### config.mk
export PLATFORM = sky130hd
export DESIGN_NAME = conv_acc
export DESIGN_NICKNAME = d
export VERILOG_FILES = /design/src/common/conv_acc_pkg.sv /design/src/conv/conv_1x1.sv /design/src/conv/conv_3x3.sv /design/src/source/accel_router.sv /design/src/source/conv_acc.sv /design/src/source/max_pool.sv
export SDC_FILE = /design/constraint.sdc
export NUM_CORES = 1
export LEC_CHECK = 0
export BUFFER_PORTS_ARGS = -buffer_cell sky130_fd_sc_hd__buf_2
export CAP_MARGIN = 20
export CORE_ASPECT_RATIO = 1.75
export CORE_MARGIN = 2
export CORE_UTILIZATION = 45
export CTS_BUF_LIST = sky130_fd_sc_hd__clkbuf_16
export CTS_CLUSTER_SIZE = 25
export DETAILED_ROUTE_END_ITERATION = 16
export PLACE_DENSITY = 0.7
export SETUP_SLACK_MARGIN = 0.3
export SLEW_MARGIN = 25
export SYNTH_ARGS = -nofsm -noshare
export SYNTH_HDL_FRONTEND = slang
export SYNTH_SLANG_ARGS = --single-unit
### constraint.sdc
create_clock -name clk -period 14.49 [get_ports clk]
set_input_delay 1.449 -clock clk [delete_from_list [all_inputs] [get_ports clk]]
set_output_delay 1.449 -clock clk [all_outputs]
set_load 0.02 [all_outputs]
### src/common/conv_acc_pkg.sv
package conv_acc_pkg;

  localparam int ADDR_W = 8;
  localparam int PIX_W  = 8;
  localparam int BIAS_W = 16;
  localparam int OUT_W  = 32;

  // Values outside this set leave the accelerator idle
  typedef enum logic [3:0] {
    MODE_CONV_1X1 = 4'd1,
    MODE_CONV_3X3 = 4'd2,
    MODE_MAX_POOL = 4'd3
  } acc_mode_e;

  typedef enum logic [2:0] {
    ST_IDLE,
    ST_LOAD,
    ST_RUN,
    ST_WRITE,
    ST_DONE
  } eng_state_e;

  // One access to a single-port SRAM
  typedef struct packed {
    logic              en;
    logic              we;
    logic [ADDR_W-1:0] addr;
    logic [OUT_W-1:0]  wdata;
  } mem_req_t;

  // All four memories of one engine, ifm/ofm are the image and result memories
  typedef struct packed {
    mem_req_t bias;
    mem_req_t weight;
    mem_req_t ifm;
    mem_req_t ofm;
  } eng_req_t;

endpackage

### src/conv/conv_1x1.sv
module conv_1x1 #(
  parameter int IMG_W = 6,
  parameter int IMG_H = 6
) (
  input  logic                            clk,
  input  logic                            rst_n_i,
  input  logic                            start_i,
  input  logic [31:0]                     w8_i,
  output logic                            finish_o,
  output conv_acc_pkg::eng_req_t          req_o,
  input  logic [conv_acc_pkg::OUT_W-1:0]  bias_rdata_i,
  input  logic [conv_acc_pkg::OUT_W-1:0]  weight_rdata_i,
  input  logic [conv_acc_pkg::OUT_W-1:0]  in_rdata_i
);

  localparam int AW     = conv_acc_pkg::ADDR_W;
  localparam int PW     = conv_acc_pkg::PIX_W;
  localparam int N_PIX  = IMG_W * IMG_H;

  conv_acc_pkg::eng_state_e               state_q;
  logic [AW-1:0]                          pix_q;
  logic                                   bias_vld_q;
  logic signed [PW-1:0]                   w_q;
  logic signed [conv_acc_pkg::BIAS_W-1:0] bias_q;
  logic signed [2*PW-1:0]                 prod;
  logic signed [conv_acc_pkg::OUT_W-1:0]  res;

  assign prod = $signed(in_rdata_i[PW-1:0]) * w_q;
  assign res  = bias_q + prod;

  // Weight memory is never read here
  always_comb begin
    req_o = '0;
    case (state_q)
      conv_acc_pkg::ST_LOAD: req_o.bias.en = 1'b1;
      conv_acc_pkg::ST_RUN: begin
        req_o.ifm.en   = 1'b1;
        req_o.ifm.addr = pix_q;
      end
      conv_acc_pkg::ST_WRITE: begin
        req_o.ofm.en    = 1'b1;
        req_o.ofm.we    = 1'b1;
        req_o.ofm.addr  = pix_q;
        req_o.ofm.wdata = res;
      end
      default: req_o = '0;
    endcase
  end

  assign finish_o = (state_q == conv_acc_pkg::ST_DONE);

  always_ff @(posedge clk or negedge rst_n_i) begin
    if (!rst_n_i) begin
      state_q    <= conv_acc_pkg::ST_IDLE;
      pix_q      <= '0;
      bias_vld_q <= 1'b0;
    end else begin
      bias_vld_q <= (state_q == conv_acc_pkg::ST_LOAD);
      case (state_q)
        conv_acc_pkg::ST_IDLE: begin
          if (start_i) begin
            state_q <= conv_acc_pkg::ST_LOAD;
            pix_q   <= '0;
          end
        end
        conv_acc_pkg::ST_LOAD:  state_q <= conv_acc_pkg::ST_RUN;
        conv_acc_pkg::ST_RUN:   state_q <= conv_acc_pkg::ST_WRITE;
        conv_acc_pkg::ST_WRITE: begin
          pix_q   <= pix_q + 1'b1;
          state_q <= (pix_q == AW'(N_PIX - 1)) ? conv_acc_pkg::ST_DONE : conv_acc_pkg::ST_RUN;
        end
        default: state_q <= conv_acc_pkg::ST_IDLE;
      endcase
    end
  end

  always_ff @(posedge clk) begin
    if (state_q == conv_acc_pkg::ST_IDLE && start_i) begin
      w_q <= $signed(w8_i[PW-1:0]);
    end
    if (bias_vld_q) begin
      bias_q <= $signed(bias_rdata_i[conv_acc_pkg::BIAS_W-1:0]);
    end
  end

  // Each write follows its own pixel read
  a_write_pair: assert property (@(posedge clk) disable iff (!rst_n_i)
    req_o.ofm.we |-> $past(req_o.ifm.en) && $past(req_o.ifm.addr) == req_o.ofm.addr);

endmodule

### src/conv/conv_3x3.sv
module conv_3x3 #(
  parameter int IMG_W = 6,
  parameter int IMG_H = 6
) (
  input  logic                            clk,
  input  logic                            rst_n_i,
  input  logic                            start_i,
  output logic                            finish_o,
  output conv_acc_pkg::eng_req_t          req_o,
  input  logic [conv_acc_pkg::OUT_W-1:0]  bias_rdata_i,
  input  logic [conv_acc_pkg::OUT_W-1:0]  weight_rdata_i,
  input  logic [conv_acc_pkg::OUT_W-1:0]  in_rdata_i
);

  localparam int AW       = conv_acc_pkg::ADDR_W;
  localparam int PW       = conv_acc_pkg::PIX_W;
  localparam int OUT_COLS = IMG_W - 2;
  localparam int OUT_ROWS = IMG_H - 2;

  conv_acc_pkg::eng_state_e              state_q;
  logic [3:0]                            cnt_q;
  logic [3:0]                            tap_d_q;
  logic                                  ld_vld_q;
  logic                                  mac_vld_q;
  logic [AW-1:0]                         row_q;
  logic [AW-1:0]                         col_q;
  logic signed [conv_acc_pkg::BIAS_W-1:0] bias_q;
  logic signed [PW-1:0]                  w_q [9];
  logic signed [conv_acc_pkg::OUT_W-1:0] acc_q;
  logic signed [2*PW-1:0]                mac;
  logic signed [conv_acc_pkg::OUT_W-1:0] acc_sum;
  logic [AW-1:0]                         tap_addr;
  logic [AW-1:0]                         out_addr;
  logic                                  last_col;
  logic                                  last_row;

  // Tap index cnt_q walks the window row-major
  assign tap_addr = AW'((row_q + cnt_q / 4'd3) * IMG_W + col_q + cnt_q % 4'd3);
  assign out_addr = AW'(row_q * OUT_COLS + col_q);
  assign last_col = (col_q == AW'(OUT_COLS - 1));
  assign last_row = (row_q == AW'(OUT_ROWS - 1));

  assign mac     = $signed(in_rdata_i[PW-1:0]) * w_q[tap_d_q];
  assign acc_sum = acc_q + mac;

  always_comb begin
    req_o = '0;
    case (state_q)
      conv_acc_pkg::ST_LOAD: begin
        if (cnt_q == 4'd0) begin
          req_o.bias.en = 1'b1;
        end else begin
          req_o.weight.en   = 1'b1;
          req_o.weight.addr = AW'(cnt_q - 4'd1);
        end
      end
      conv_acc_pkg::ST_RUN: begin
        req_o.ifm.en   = 1'b1;
        req_o.ifm.addr = tap_addr;
      end
      conv_acc_pkg::ST_WRITE: begin
        req_o.ofm.en    = 1'b1;
        req_o.ofm.we    = 1'b1;
        req_o.ofm.addr  = out_addr;
        req_o.ofm.wdata = acc_sum;
      end
      default: req_o = '0;
    endcase
  end

  assign finish_o = (state_q == conv_acc_pkg::ST_DONE);

  always_ff @(posedge clk or negedge rst_n_i) begin
    if (!rst_n_i) begin
      state_q   <= conv_acc_pkg::ST_IDLE;
      cnt_q     <= '0;
      tap_d_q   <= '0;
      ld_vld_q  <= 1'b0;
      mac_vld_q <= 1'b0;
      row_q     <= '0;
      col_q     <= '0;
    end else begin
      ld_vld_q  <= (state_q == conv_acc_pkg::ST_LOAD);
      mac_vld_q <= (state_q == conv_acc_pkg::ST_RUN);
      tap_d_q   <= cnt_q;
      case (state_q)
        conv_acc_pkg::ST_IDLE: begin
          if (start_i) begin
            state_q <= conv_acc_pkg::ST_LOAD;
            cnt_q   <= '0;
            row_q   <= '0;
            col_q   <= '0;
          end
        end
        conv_acc_pkg::ST_LOAD: begin
          // Bias at 0, weights at 1 to 9
          if (cnt_q == 4'd9) begin
            cnt_q   <= '0;
            state_q <= conv_acc_pkg::ST_RUN;
          end else begin
            cnt_q <= cnt_q + 4'd1;
          end
        end
        conv_acc_pkg::ST_RUN: begin
          if (cnt_q == 4'd8) begin
            cnt_q   <= '0;
            state_q <= conv_acc_pkg::ST_WRITE;
          end else begin
            cnt_q <= cnt_q + 4'd1;
          end
        end
        conv_acc_pkg::ST_WRITE: begin
          if (last_col) begin
            col_q <= '0;
            row_q <= row_q + 1'b1;
          end else begin
            col_q <= col_q + 1'b1;
          end
          state_q <= (last_col && last_row) ? conv_acc_pkg::ST_DONE : conv_acc_pkg::ST_RUN;
        end
        default: state_q <= conv_acc_pkg::ST_IDLE;
      endcase
    end
  end

  // Read data lands one cycle after the request
  always_ff @(posedge clk) begin
    if (ld_vld_q) begin
      if (tap_d_q == 4'd0) begin
        bias_q <= $signed(bias_rdata_i[conv_acc_pkg::BIAS_W-1:0]);
        acc_q  <= $signed(bias_rdata_i[conv_acc_pkg::BIAS_W-1:0]);
      end else begin
        w_q[tap_d_q - 4'd1] <= $signed(weight_rdata_i[PW-1:0]);
      end
    end
    if (state_q == conv_acc_pkg::ST_WRITE) begin
      acc_q <= bias_q;
    end else if (mac_vld_q) begin
      acc_q <= acc_sum;
    end
  end

  a_out_range: assert property (@(posedge clk) disable iff (!rst_n_i)
    req_o.ofm.en && req_o.ofm.we |-> req_o.ofm.addr < AW'(OUT_COLS * OUT_ROWS));

endmodule

### src/source/accel_router.sv
module accel_router (
  input  logic                      clk,
  input  logic                      rst_n_i,
  input  logic                      start_i,
  input  conv_acc_pkg::acc_mode_e   mode_i,
  output logic                      start_1x1_o,
  output logic                      start_3x3_o,
  output logic                      start_pool_o,
  input  logic                      finish_1x1_i,
  input  logic                      finish_3x3_i,
  input  logic                      finish_pool_i,
  input  conv_acc_pkg::eng_req_t    req_1x1_i,
  input  conv_acc_pkg::eng_req_t    req_3x3_i,
  input  conv_acc_pkg::eng_req_t    req_pool_i,
  output conv_acc_pkg::mem_req_t    bias_req_o,
  output conv_acc_pkg::mem_req_t    weight_req_o,
  output conv_acc_pkg::mem_req_t    in_req_o,
  output conv_acc_pkg::mem_req_t    out_req_o,
  output logic                      finish_o
);

  logic                     busy_q;
  conv_acc_pkg::acc_mode_e  mode_q;
  logic                     mode_ok;
  logic                     accept;
  conv_acc_pkg::eng_req_t   sel_req;

  assign mode_ok = mode_i inside {conv_acc_pkg::MODE_CONV_1X1,
                                  conv_acc_pkg::MODE_CONV_3X3,
                                  conv_acc_pkg::MODE_MAX_POOL};
  assign accept  = start_i && !busy_q && mode_ok;

  // Start decode sees the live mode while routing uses the latched one
  assign start_1x1_o  = accept && (mode_i == conv_acc_pkg::MODE_CONV_1X1);
  assign start_3x3_o  = accept && (mode_i == conv_acc_pkg::MODE_CONV_3X3);
  assign start_pool_o = accept && (mode_i == conv_acc_pkg::MODE_MAX_POOL);

  always_comb begin
    sel_req  = '0;
    finish_o = 1'b0;
    if (busy_q) begin
      case (mode_q)
        conv_acc_pkg::MODE_CONV_1X1: begin
          sel_req  = req_1x1_i;
          finish_o = finish_1x1_i;
        end
        conv_acc_pkg::MODE_CONV_3X3: begin
          sel_req  = req_3x3_i;
          finish_o = finish_3x3_i;
        end
        conv_acc_pkg::MODE_MAX_POOL: begin
          sel_req  = req_pool_i;
          finish_o = finish_pool_i;
        end
        default: begin
          sel_req  = '0;
          finish_o = 1'b0;
        end
      endcase
    end
  end

  assign bias_req_o   = sel_req.bias;
  assign weight_req_o = sel_req.weight;
  assign in_req_o     = sel_req.ifm;
  assign out_req_o    = sel_req.ofm;

  always_ff @(posedge clk or negedge rst_n_i) begin
    if (!rst_n_i) begin
      busy_q <= 1'b0;
      mode_q <= conv_acc_pkg::MODE_CONV_1X1;
    end else if (accept) begin
      busy_q <= 1'b1;
      mode_q <= mode_i;
    end else if (finish_o) begin
      busy_q <= 1'b0;
    end
  end

  // One memory access per cycle at most
  a_one_access: assert property (@(posedge clk) disable iff (!rst_n_i)
    $onehot0({bias_req_o.en, weight_req_o.en, in_req_o.en, out_req_o.en}));

endmodule

### src/source/conv_acc.sv
module conv_acc #(
  parameter int IMG_W = 6,
  parameter int IMG_H = 6
) (
  input  logic                               clk,
  input  logic                               rst_n_i,
  input  logic                               start_i,
  input  conv_acc_pkg::acc_mode_e            mode_i,
  input  logic [31:0]                        w8_i,
  output conv_acc_pkg::mem_req_t             bias_req_o,
  output conv_acc_pkg::mem_req_t             weight_req_o,
  output conv_acc_pkg::mem_req_t             in_req_o,
  output conv_acc_pkg::mem_req_t             out_req_o,
  input  logic [conv_acc_pkg::OUT_W-1:0]     bias_rdata_i,
  input  logic [conv_acc_pkg::OUT_W-1:0]     weight_rdata_i,
  input  logic [conv_acc_pkg::OUT_W-1:0]     in_rdata_i,
  output logic                               finish_o
);

  logic start_1x1;
  logic start_3x3;
  logic start_pool;
  logic finish_1x1;
  logic finish_3x3;
  logic finish_pool;
  conv_acc_pkg::eng_req_t req_1x1;
  conv_acc_pkg::eng_req_t req_3x3;
  conv_acc_pkg::eng_req_t req_pool;

  accel_router i_accel_router (
    .clk           (clk),
    .rst_n_i       (rst_n_i),
    .start_i       (start_i),
    .mode_i        (mode_i),
    .start_1x1_o   (start_1x1),
    .start_3x3_o   (start_3x3),
    .start_pool_o  (start_pool),
    .finish_1x1_i  (finish_1x1),
    .finish_3x3_i  (finish_3x3),
    .finish_pool_i (finish_pool),
    .req_1x1_i     (req_1x1),
    .req_3x3_i     (req_3x3),
    .req_pool_i    (req_pool),
    .bias_req_o    (bias_req_o),
    .weight_req_o  (weight_req_o),
    .in_req_o      (in_req_o),
    .out_req_o     (out_req_o),
    .finish_o      (finish_o)
  );

  conv_3x3 #(
    .IMG_W (IMG_W),
    .IMG_H (IMG_H)
  ) i_conv_3x3 (
    .clk            (clk),
    .rst_n_i        (rst_n_i),
    .start_i        (start_3x3),
    .finish_o       (finish_3x3),
    .req_o          (req_3x3),
    .bias_rdata_i   (bias_rdata_i),
    .weight_rdata_i (weight_rdata_i),
    .in_rdata_i     (in_rdata_i)
  );

  conv_1x1 #(
    .IMG_W (IMG_W),
    .IMG_H (IMG_H)
  ) i_conv_1x1 (
    .clk            (clk),
    .rst_n_i        (rst_n_i),
    .start_i        (start_1x1),
    .w8_i           (w8_i),
    .finish_o       (finish_1x1),
    .req_o          (req_1x1),
    .bias_rdata_i   (bias_rdata_i),
    .weight_rdata_i (weight_rdata_i),
    .in_rdata_i     (in_rdata_i)
  );

  max_pool #(
    .IMG_W (IMG_W),
    .IMG_H (IMG_H)
  ) i_max_pool (
    .clk        (clk),
    .rst_n_i    (rst_n_i),
    .start_i    (start_pool),
    .finish_o   (finish_pool),
    .req_o      (req_pool),
    .in_rdata_i (in_rdata_i)
  );

endmodule

### src/source/max_pool.sv
module max_pool #(
  parameter int IMG_W = 6,
  parameter int IMG_H = 6
) (
  input  logic                            clk,
  input  logic                            rst_n_i,
  input  logic                            start_i,
  output logic                            finish_o,
  output conv_acc_pkg::eng_req_t          req_o,
  input  logic [conv_acc_pkg::OUT_W-1:0]  in_rdata_i
);

  localparam int AW       = conv_acc_pkg::ADDR_W;
  localparam int PW       = conv_acc_pkg::PIX_W;
  localparam int OW       = conv_acc_pkg::OUT_W;
  localparam int OUT_COLS = IMG_W / 2;
  localparam int OUT_ROWS = IMG_H / 2;

  conv_acc_pkg::eng_state_e state_q;
  logic [1:0]               cnt_q;
  logic [1:0]               tap_d_q;
  logic                     rd_vld_q;
  logic [AW-1:0]            row_q;
  logic [AW-1:0]            col_q;
  logic signed [PW-1:0]     max_q;
  logic signed [PW-1:0]     pix;
  logic signed [PW-1:0]     cand;
  logic                     last_col;
  logic                     last_row;

  assign pix      = $signed(in_rdata_i[PW-1:0]);
  // First tap of a window overrides the stale maximum
  assign cand     = (tap_d_q == 2'd0 || pix > max_q) ? pix : max_q;
  assign last_col = (col_q == AW'(OUT_COLS - 1));
  assign last_row = (row_q == AW'(OUT_ROWS - 1));

  always_comb begin
    req_o = '0;
    case (state_q)
      conv_acc_pkg::ST_RUN: begin
        req_o.ifm.en   = 1'b1;
        req_o.ifm.addr = AW'((2 * row_q + cnt_q[1]) * IMG_W + 2 * col_q + cnt_q[0]);
      end
      conv_acc_pkg::ST_WRITE: begin
        req_o.ofm.en    = 1'b1;
        req_o.ofm.we    = 1'b1;
        req_o.ofm.addr  = AW'(row_q * OUT_COLS + col_q);
        req_o.ofm.wdata = {{(OW - PW){cand[PW-1]}}, cand};
      end
      default: req_o = '0;
    endcase
  end

  assign finish_o = (state_q == conv_acc_pkg::ST_DONE);

  always_ff @(posedge clk or negedge rst_n_i) begin
    if (!rst_n_i) begin
      state_q  <= conv_acc_pkg::ST_IDLE;
      cnt_q    <= '0;
      tap_d_q  <= '0;
      rd_vld_q <= 1'b0;
      row_q    <= '0;
      col_q    <= '0;
    end else begin
      rd_vld_q <= (state_q == conv_acc_pkg::ST_RUN);
      tap_d_q  <= cnt_q;
      case (state_q)
        conv_acc_pkg::ST_IDLE: begin
          if (start_i) begin
            state_q <= conv_acc_pkg::ST_RUN;
            cnt_q   <= '0;
            row_q   <= '0;
            col_q   <= '0;
          end
        end
        conv_acc_pkg::ST_RUN: begin
          cnt_q <= cnt_q + 2'd1;
          if (cnt_q == 2'd3) begin
            state_q <= conv_acc_pkg::ST_WRITE;
          end
        end
        conv_acc_pkg::ST_WRITE: begin
          if (last_col) begin
            col_q <= '0;
            row_q <= row_q + 1'b1;
          end else begin
            col_q <= col_q + 1'b1;
          end
          state_q <= (last_col && last_row) ? conv_acc_pkg::ST_DONE : conv_acc_pkg::ST_RUN;
        end
        default: state_q <= conv_acc_pkg::ST_IDLE;
      endcase
    end
  end

  always_ff @(posedge clk) begin
    if (rd_vld_q) begin
      max_q <= cand;
    end
  end

  // Each write follows the four reads of its window
  a_four_reads: assert property (@(posedge clk) disable iff (!rst_n_i)
    req_o.ofm.en |-> $past(req_o.ifm.en, 1) && $past(req_o.ifm.en, 2)
                     && $past(req_o.ifm.en, 3) && $past(req_o.ifm.en, 4));

endmodule
==> flow_summary.json <==
{
  "avgSynthCellArea_um2": 10.2,
  "nets": 2749,
  "p_per_area_mw_per_mm2": 104,
  "rr_worst_depth": 25,
  "slew-limit-headroom_pct": 38.3,
  "hold_viol_final": 0,
  "p_leak_nw": 10.8,
  "die_h_um": 295,
  "yosys_most_used_dff": "edfxtp_1",
  "cp.depth": 26,
  "skew_ns": 0.0116,
  "start_util_pct": 45.5,
  "ant_nets": 0,
  "postCtsSetupBuffers": 0,
  "post_dp_cell_area_mm2": 0.0225,
  "startpoint": "i_conv_3x3.tap_d_q[1]",
  "grt_remaining_overflow": 0,
  "finalWirelength_um": 52000,
  "critPathTopFamily": "adder cells",
  "post_cts_resized": 0,
  "cts_buffers": 24,
  "period_needed_ns": 10.12,
  "status": "finished clean",
  "start_kind": "register",
  "slowest_stage": "dfrtp_1",
  "slowest_delay_ns": 0.85,
  "syn_inst": 2122,
  "synth_top_area_share_pct": 21.3,
  "worst_r2r_endpoint": "i_conv_3x3.acc_q[30]",
  "vias": 15100,
  "clock_sinks": 222,
  "root_buffer": "clkbuf_16",
  "grt_pass1_vias": 16200,
  "rr_startpoint": "i_conv_3x3.tap_d_q[1]",
  "finalCritPeriodShare_pct": 69.8,
  "dp_hpwl_um": 41900,
  "netlist-cell-type-count": 78,
  "synth_area_leader_cell": "fa_1",
  "wl_per_cell_um": 18.4,
  "final-max-slew-violation-count": 0,
  "drt_first_iter_violations": 770,
  "arrival_ns": 8.67,
  "rows": 106,
  "io_buffers": 104,
  "synth.yosys.seq_area_share_pct": 29.1,
  "drtPass1Iterations": 5,
  "crit_path_max_fanout": 19,
  "clk_latency_ns": 0.52,
  "fmax_mhz": 98.9,
  "holdWs_ns": 0.519,
  "nFillCells": 4386,
  "die_x_um": 170,
  "max_cap_violations": 0,
  "ys_ff_latch": 222,
  "worst-slew-pin-transition_ns": 0.926,
  "fin_setup_tns_ns": 0,
  "synth_area_leaders": "fa_1, edfxtp_1, ha_1, dfrtp_1, inv_1",
  "rsz0062_at_grt": "no",
  "postCtsHoldBufs": 0,
  "setup_violations": 0,
  "clk_pin_slew_ns": 0.06,
  "grt_pass1_wl_um": 82900,
  "gp_congestion": 0.891,
  "crit_path_end": "out_req_o[31]",
  "grt_max_degree": 71,
  "ys_warn_count": 0,
  "critical_path_required_ns": 13.04,
  "end_kind": "output port",
  "synth-edff-count": 152,
  "hold_class": "reg -> reg",
  "critPathKind": "reg -> out",
  "peakVddDrop_uv": 82.4,
  "ios": 304,
  "area_delta_synth_final_pct": 7.11,
  "async_flop_share_pct": 31.5,
  "finalInstanceArea_mm2": 0.0233,
  "cts_tree": "yes",
  "grt_usage_pct": 21.1,
  "h-tree-depth": 1,
  "synthesis.area_mm2": 0.0217,
  "r2r_slack_ns": 6.27,
  "path_buf_inv": 6,
  "seq_area_mm2": 0.00632,
  "layout-drive-gt1-share_pct": 9.70,
  "grt_antenna_before_repair": 7,
  "clockBufferDepth": 3,
  "die_area_mm2": 0.0501,
  "final_core_util_pct": 48.7,
  "coreArea_mm2": 0.0477,
  "finalPower_mw": 2.42,
  "multiInputGateArea_mm2": 0.0136,
  "drc": 0,
  "detail_route.vias_per_cell": 5.35
}
## where the power goes
part / switching [mW] / internal (mW) / leakage [nW]
Sequential: 0.00118 / 0.681 / 2.16
Clock: 0.265 / 0.350 / 0.407
Combinational: 0.667 / 0.458 / 8.24
## synth_stat cells, types with 6 or more instances
master and number:
a211oi_1 8, inv_1 323, xor2_1 40, o21ai_0 105, xnor2_1 67, a221oi_1 6, and3_1 18, a31oi_1 7
o21a_1 16, and2_1 44, a21oi_1 78, mux2_2 8, a222oi_1 16, a22oi_1 8, nor2b_1 36, fa_1 231
or3_1 10, nand2_1 151, nor2_1 113, nor3_1 18, ha_1 175, a21o_1 30, buf_4 112, clkbuf_1 52
dfrtp_1 69, nand2b_1 30, o21ai_1 6, nand3_1 37, o21bai_1 8, nand4_1 12, mux2i_1 25, edfxtp_1 152
or2_2 10, nand3b_1 7, mux4_2 16
## final cells by class
type | count | area share (%)
Tap cell | 594 | 3.19
Timing Repair Buffer | 119 | 2.72
Clock inverter | 19 | 0.656
Clock buffer | 25 | 2.69
Inverter | 324 | 5.23
Antenna cell | 6 | 0.0645
Multi-Input combinational cell | 1517 | 58.3
Sequential cell | 222 | 27.1
## state kept, by name, summed over array words and instances (netlist names), 16 cells and up
register           count
i_conv_3x3.bias_q     16
i_conv_3x3.acc_q      32
i_conv_1x1.bias_q     16
i_conv_3x3.w_q        72
## worst min-delay path by stage
stage | startpoint | end | slack [ns] | cells past startpoint
2_1_floorplan | i_max_pool.cnt_q[0] | i_max_pool.tap_d_q[0] | 0.41 | 0
3_3_place_gp | i_conv_3x3.bias_q[6] | i_conv_3x3.acc_q[6] | 0.50 | 2
3_5_place_dp | i_conv_1x1.state_q[2] | i_conv_1x1.state_q[2] | 0.50 | 1
4_1_cts | i_accel_router.mode_q[0] | i_accel_router.mode_q[0] | 0.52 | 2
5_1_grt | i_max_pool.cnt_q[0] | i_max_pool.tap_d_q[0] | 0.54 | 0
6_report | i_accel_router.mode_q[0] | i_accel_router.mode_q[0] | 0.52 | 2
## routing by layer
metal / share of wire, % / global-route usage [%] / wire length (µm) / up-vias
li1: - / - / - / 7016
met1: 35 / 22.2 / 18100 / 7539
met2: 56 / 41.3 / 28900 / 439
met3: 5.1 / 2.74 / 2650 / 126
met4: 4.4 / 8.80 / 2270 / 8
met5: 0.088 / 0 / 46 / -
## placed cells by master, fill, tap and decap left out, types with 7 or more instances in the layout
cell type,count
nor3_1,16
ha_1,175
or2_2,10
nand2_1,151
a222oi_1,16
a211oi_1,8
dfrtp_1,69
nand3_1,37
mux4_2,16
a21oi_1,77
a22oi_1,8
mux2i_1,25
buf_4,15
edfxtp_1,152
mux2_2,8
and3_1,18
o21a_1,16
nand4_1,12
xor2_1,40
inv_1,329
nand3b_1,7
o21ai_0,105
xnor2_1,67
nor2b_1,36
conb_1,111
or3_1,10
fa_1,231
buf_2,104
o21bai_1,8
a21o_1,30
nor2_1,110
clkbuf_16,25
a31oi_1,7
nand2b_1,30
and2_1,44
## per-stage QoR
step           worst slack [ns]  instances
5_1_grt                    3.84       2823
2_1_floorplan              5.61       2232
3_5_place_dp               4.88       2776
3_3_place_gp               4.98       2776
6_report                   4.37       2826
4_1_cts                    4.31       2820
## worst reg2reg max path, delay by kind of cell, from the launching register on
| family | cells | cell delay [ns] |
|---|---|---|
| fa+ha+maj | 6 | 2.62 |
| mux | 2 | 0.57 |
| compound gates | 6 | 1.60 |
| flops | 1 | 0.85 |
| simple gates | 5 | 1.15 |
| xor+xnor | 1 | 0.18 |
| buf+inv | 5 | 0.98 |
## logic make-up after synthesis
logic type | share of synthesized area [%]
xor gates and xnor gates | 4.31
muxes | 3.22
buffers and inverters | 10.5
adders and majority gates | 31.4
AOI/OAI and AO/OA | 9.73
DFF | 29.1
and+or+nand+nor | 11.8
other | 0.0173
Power figures use the tool's default switching activity.
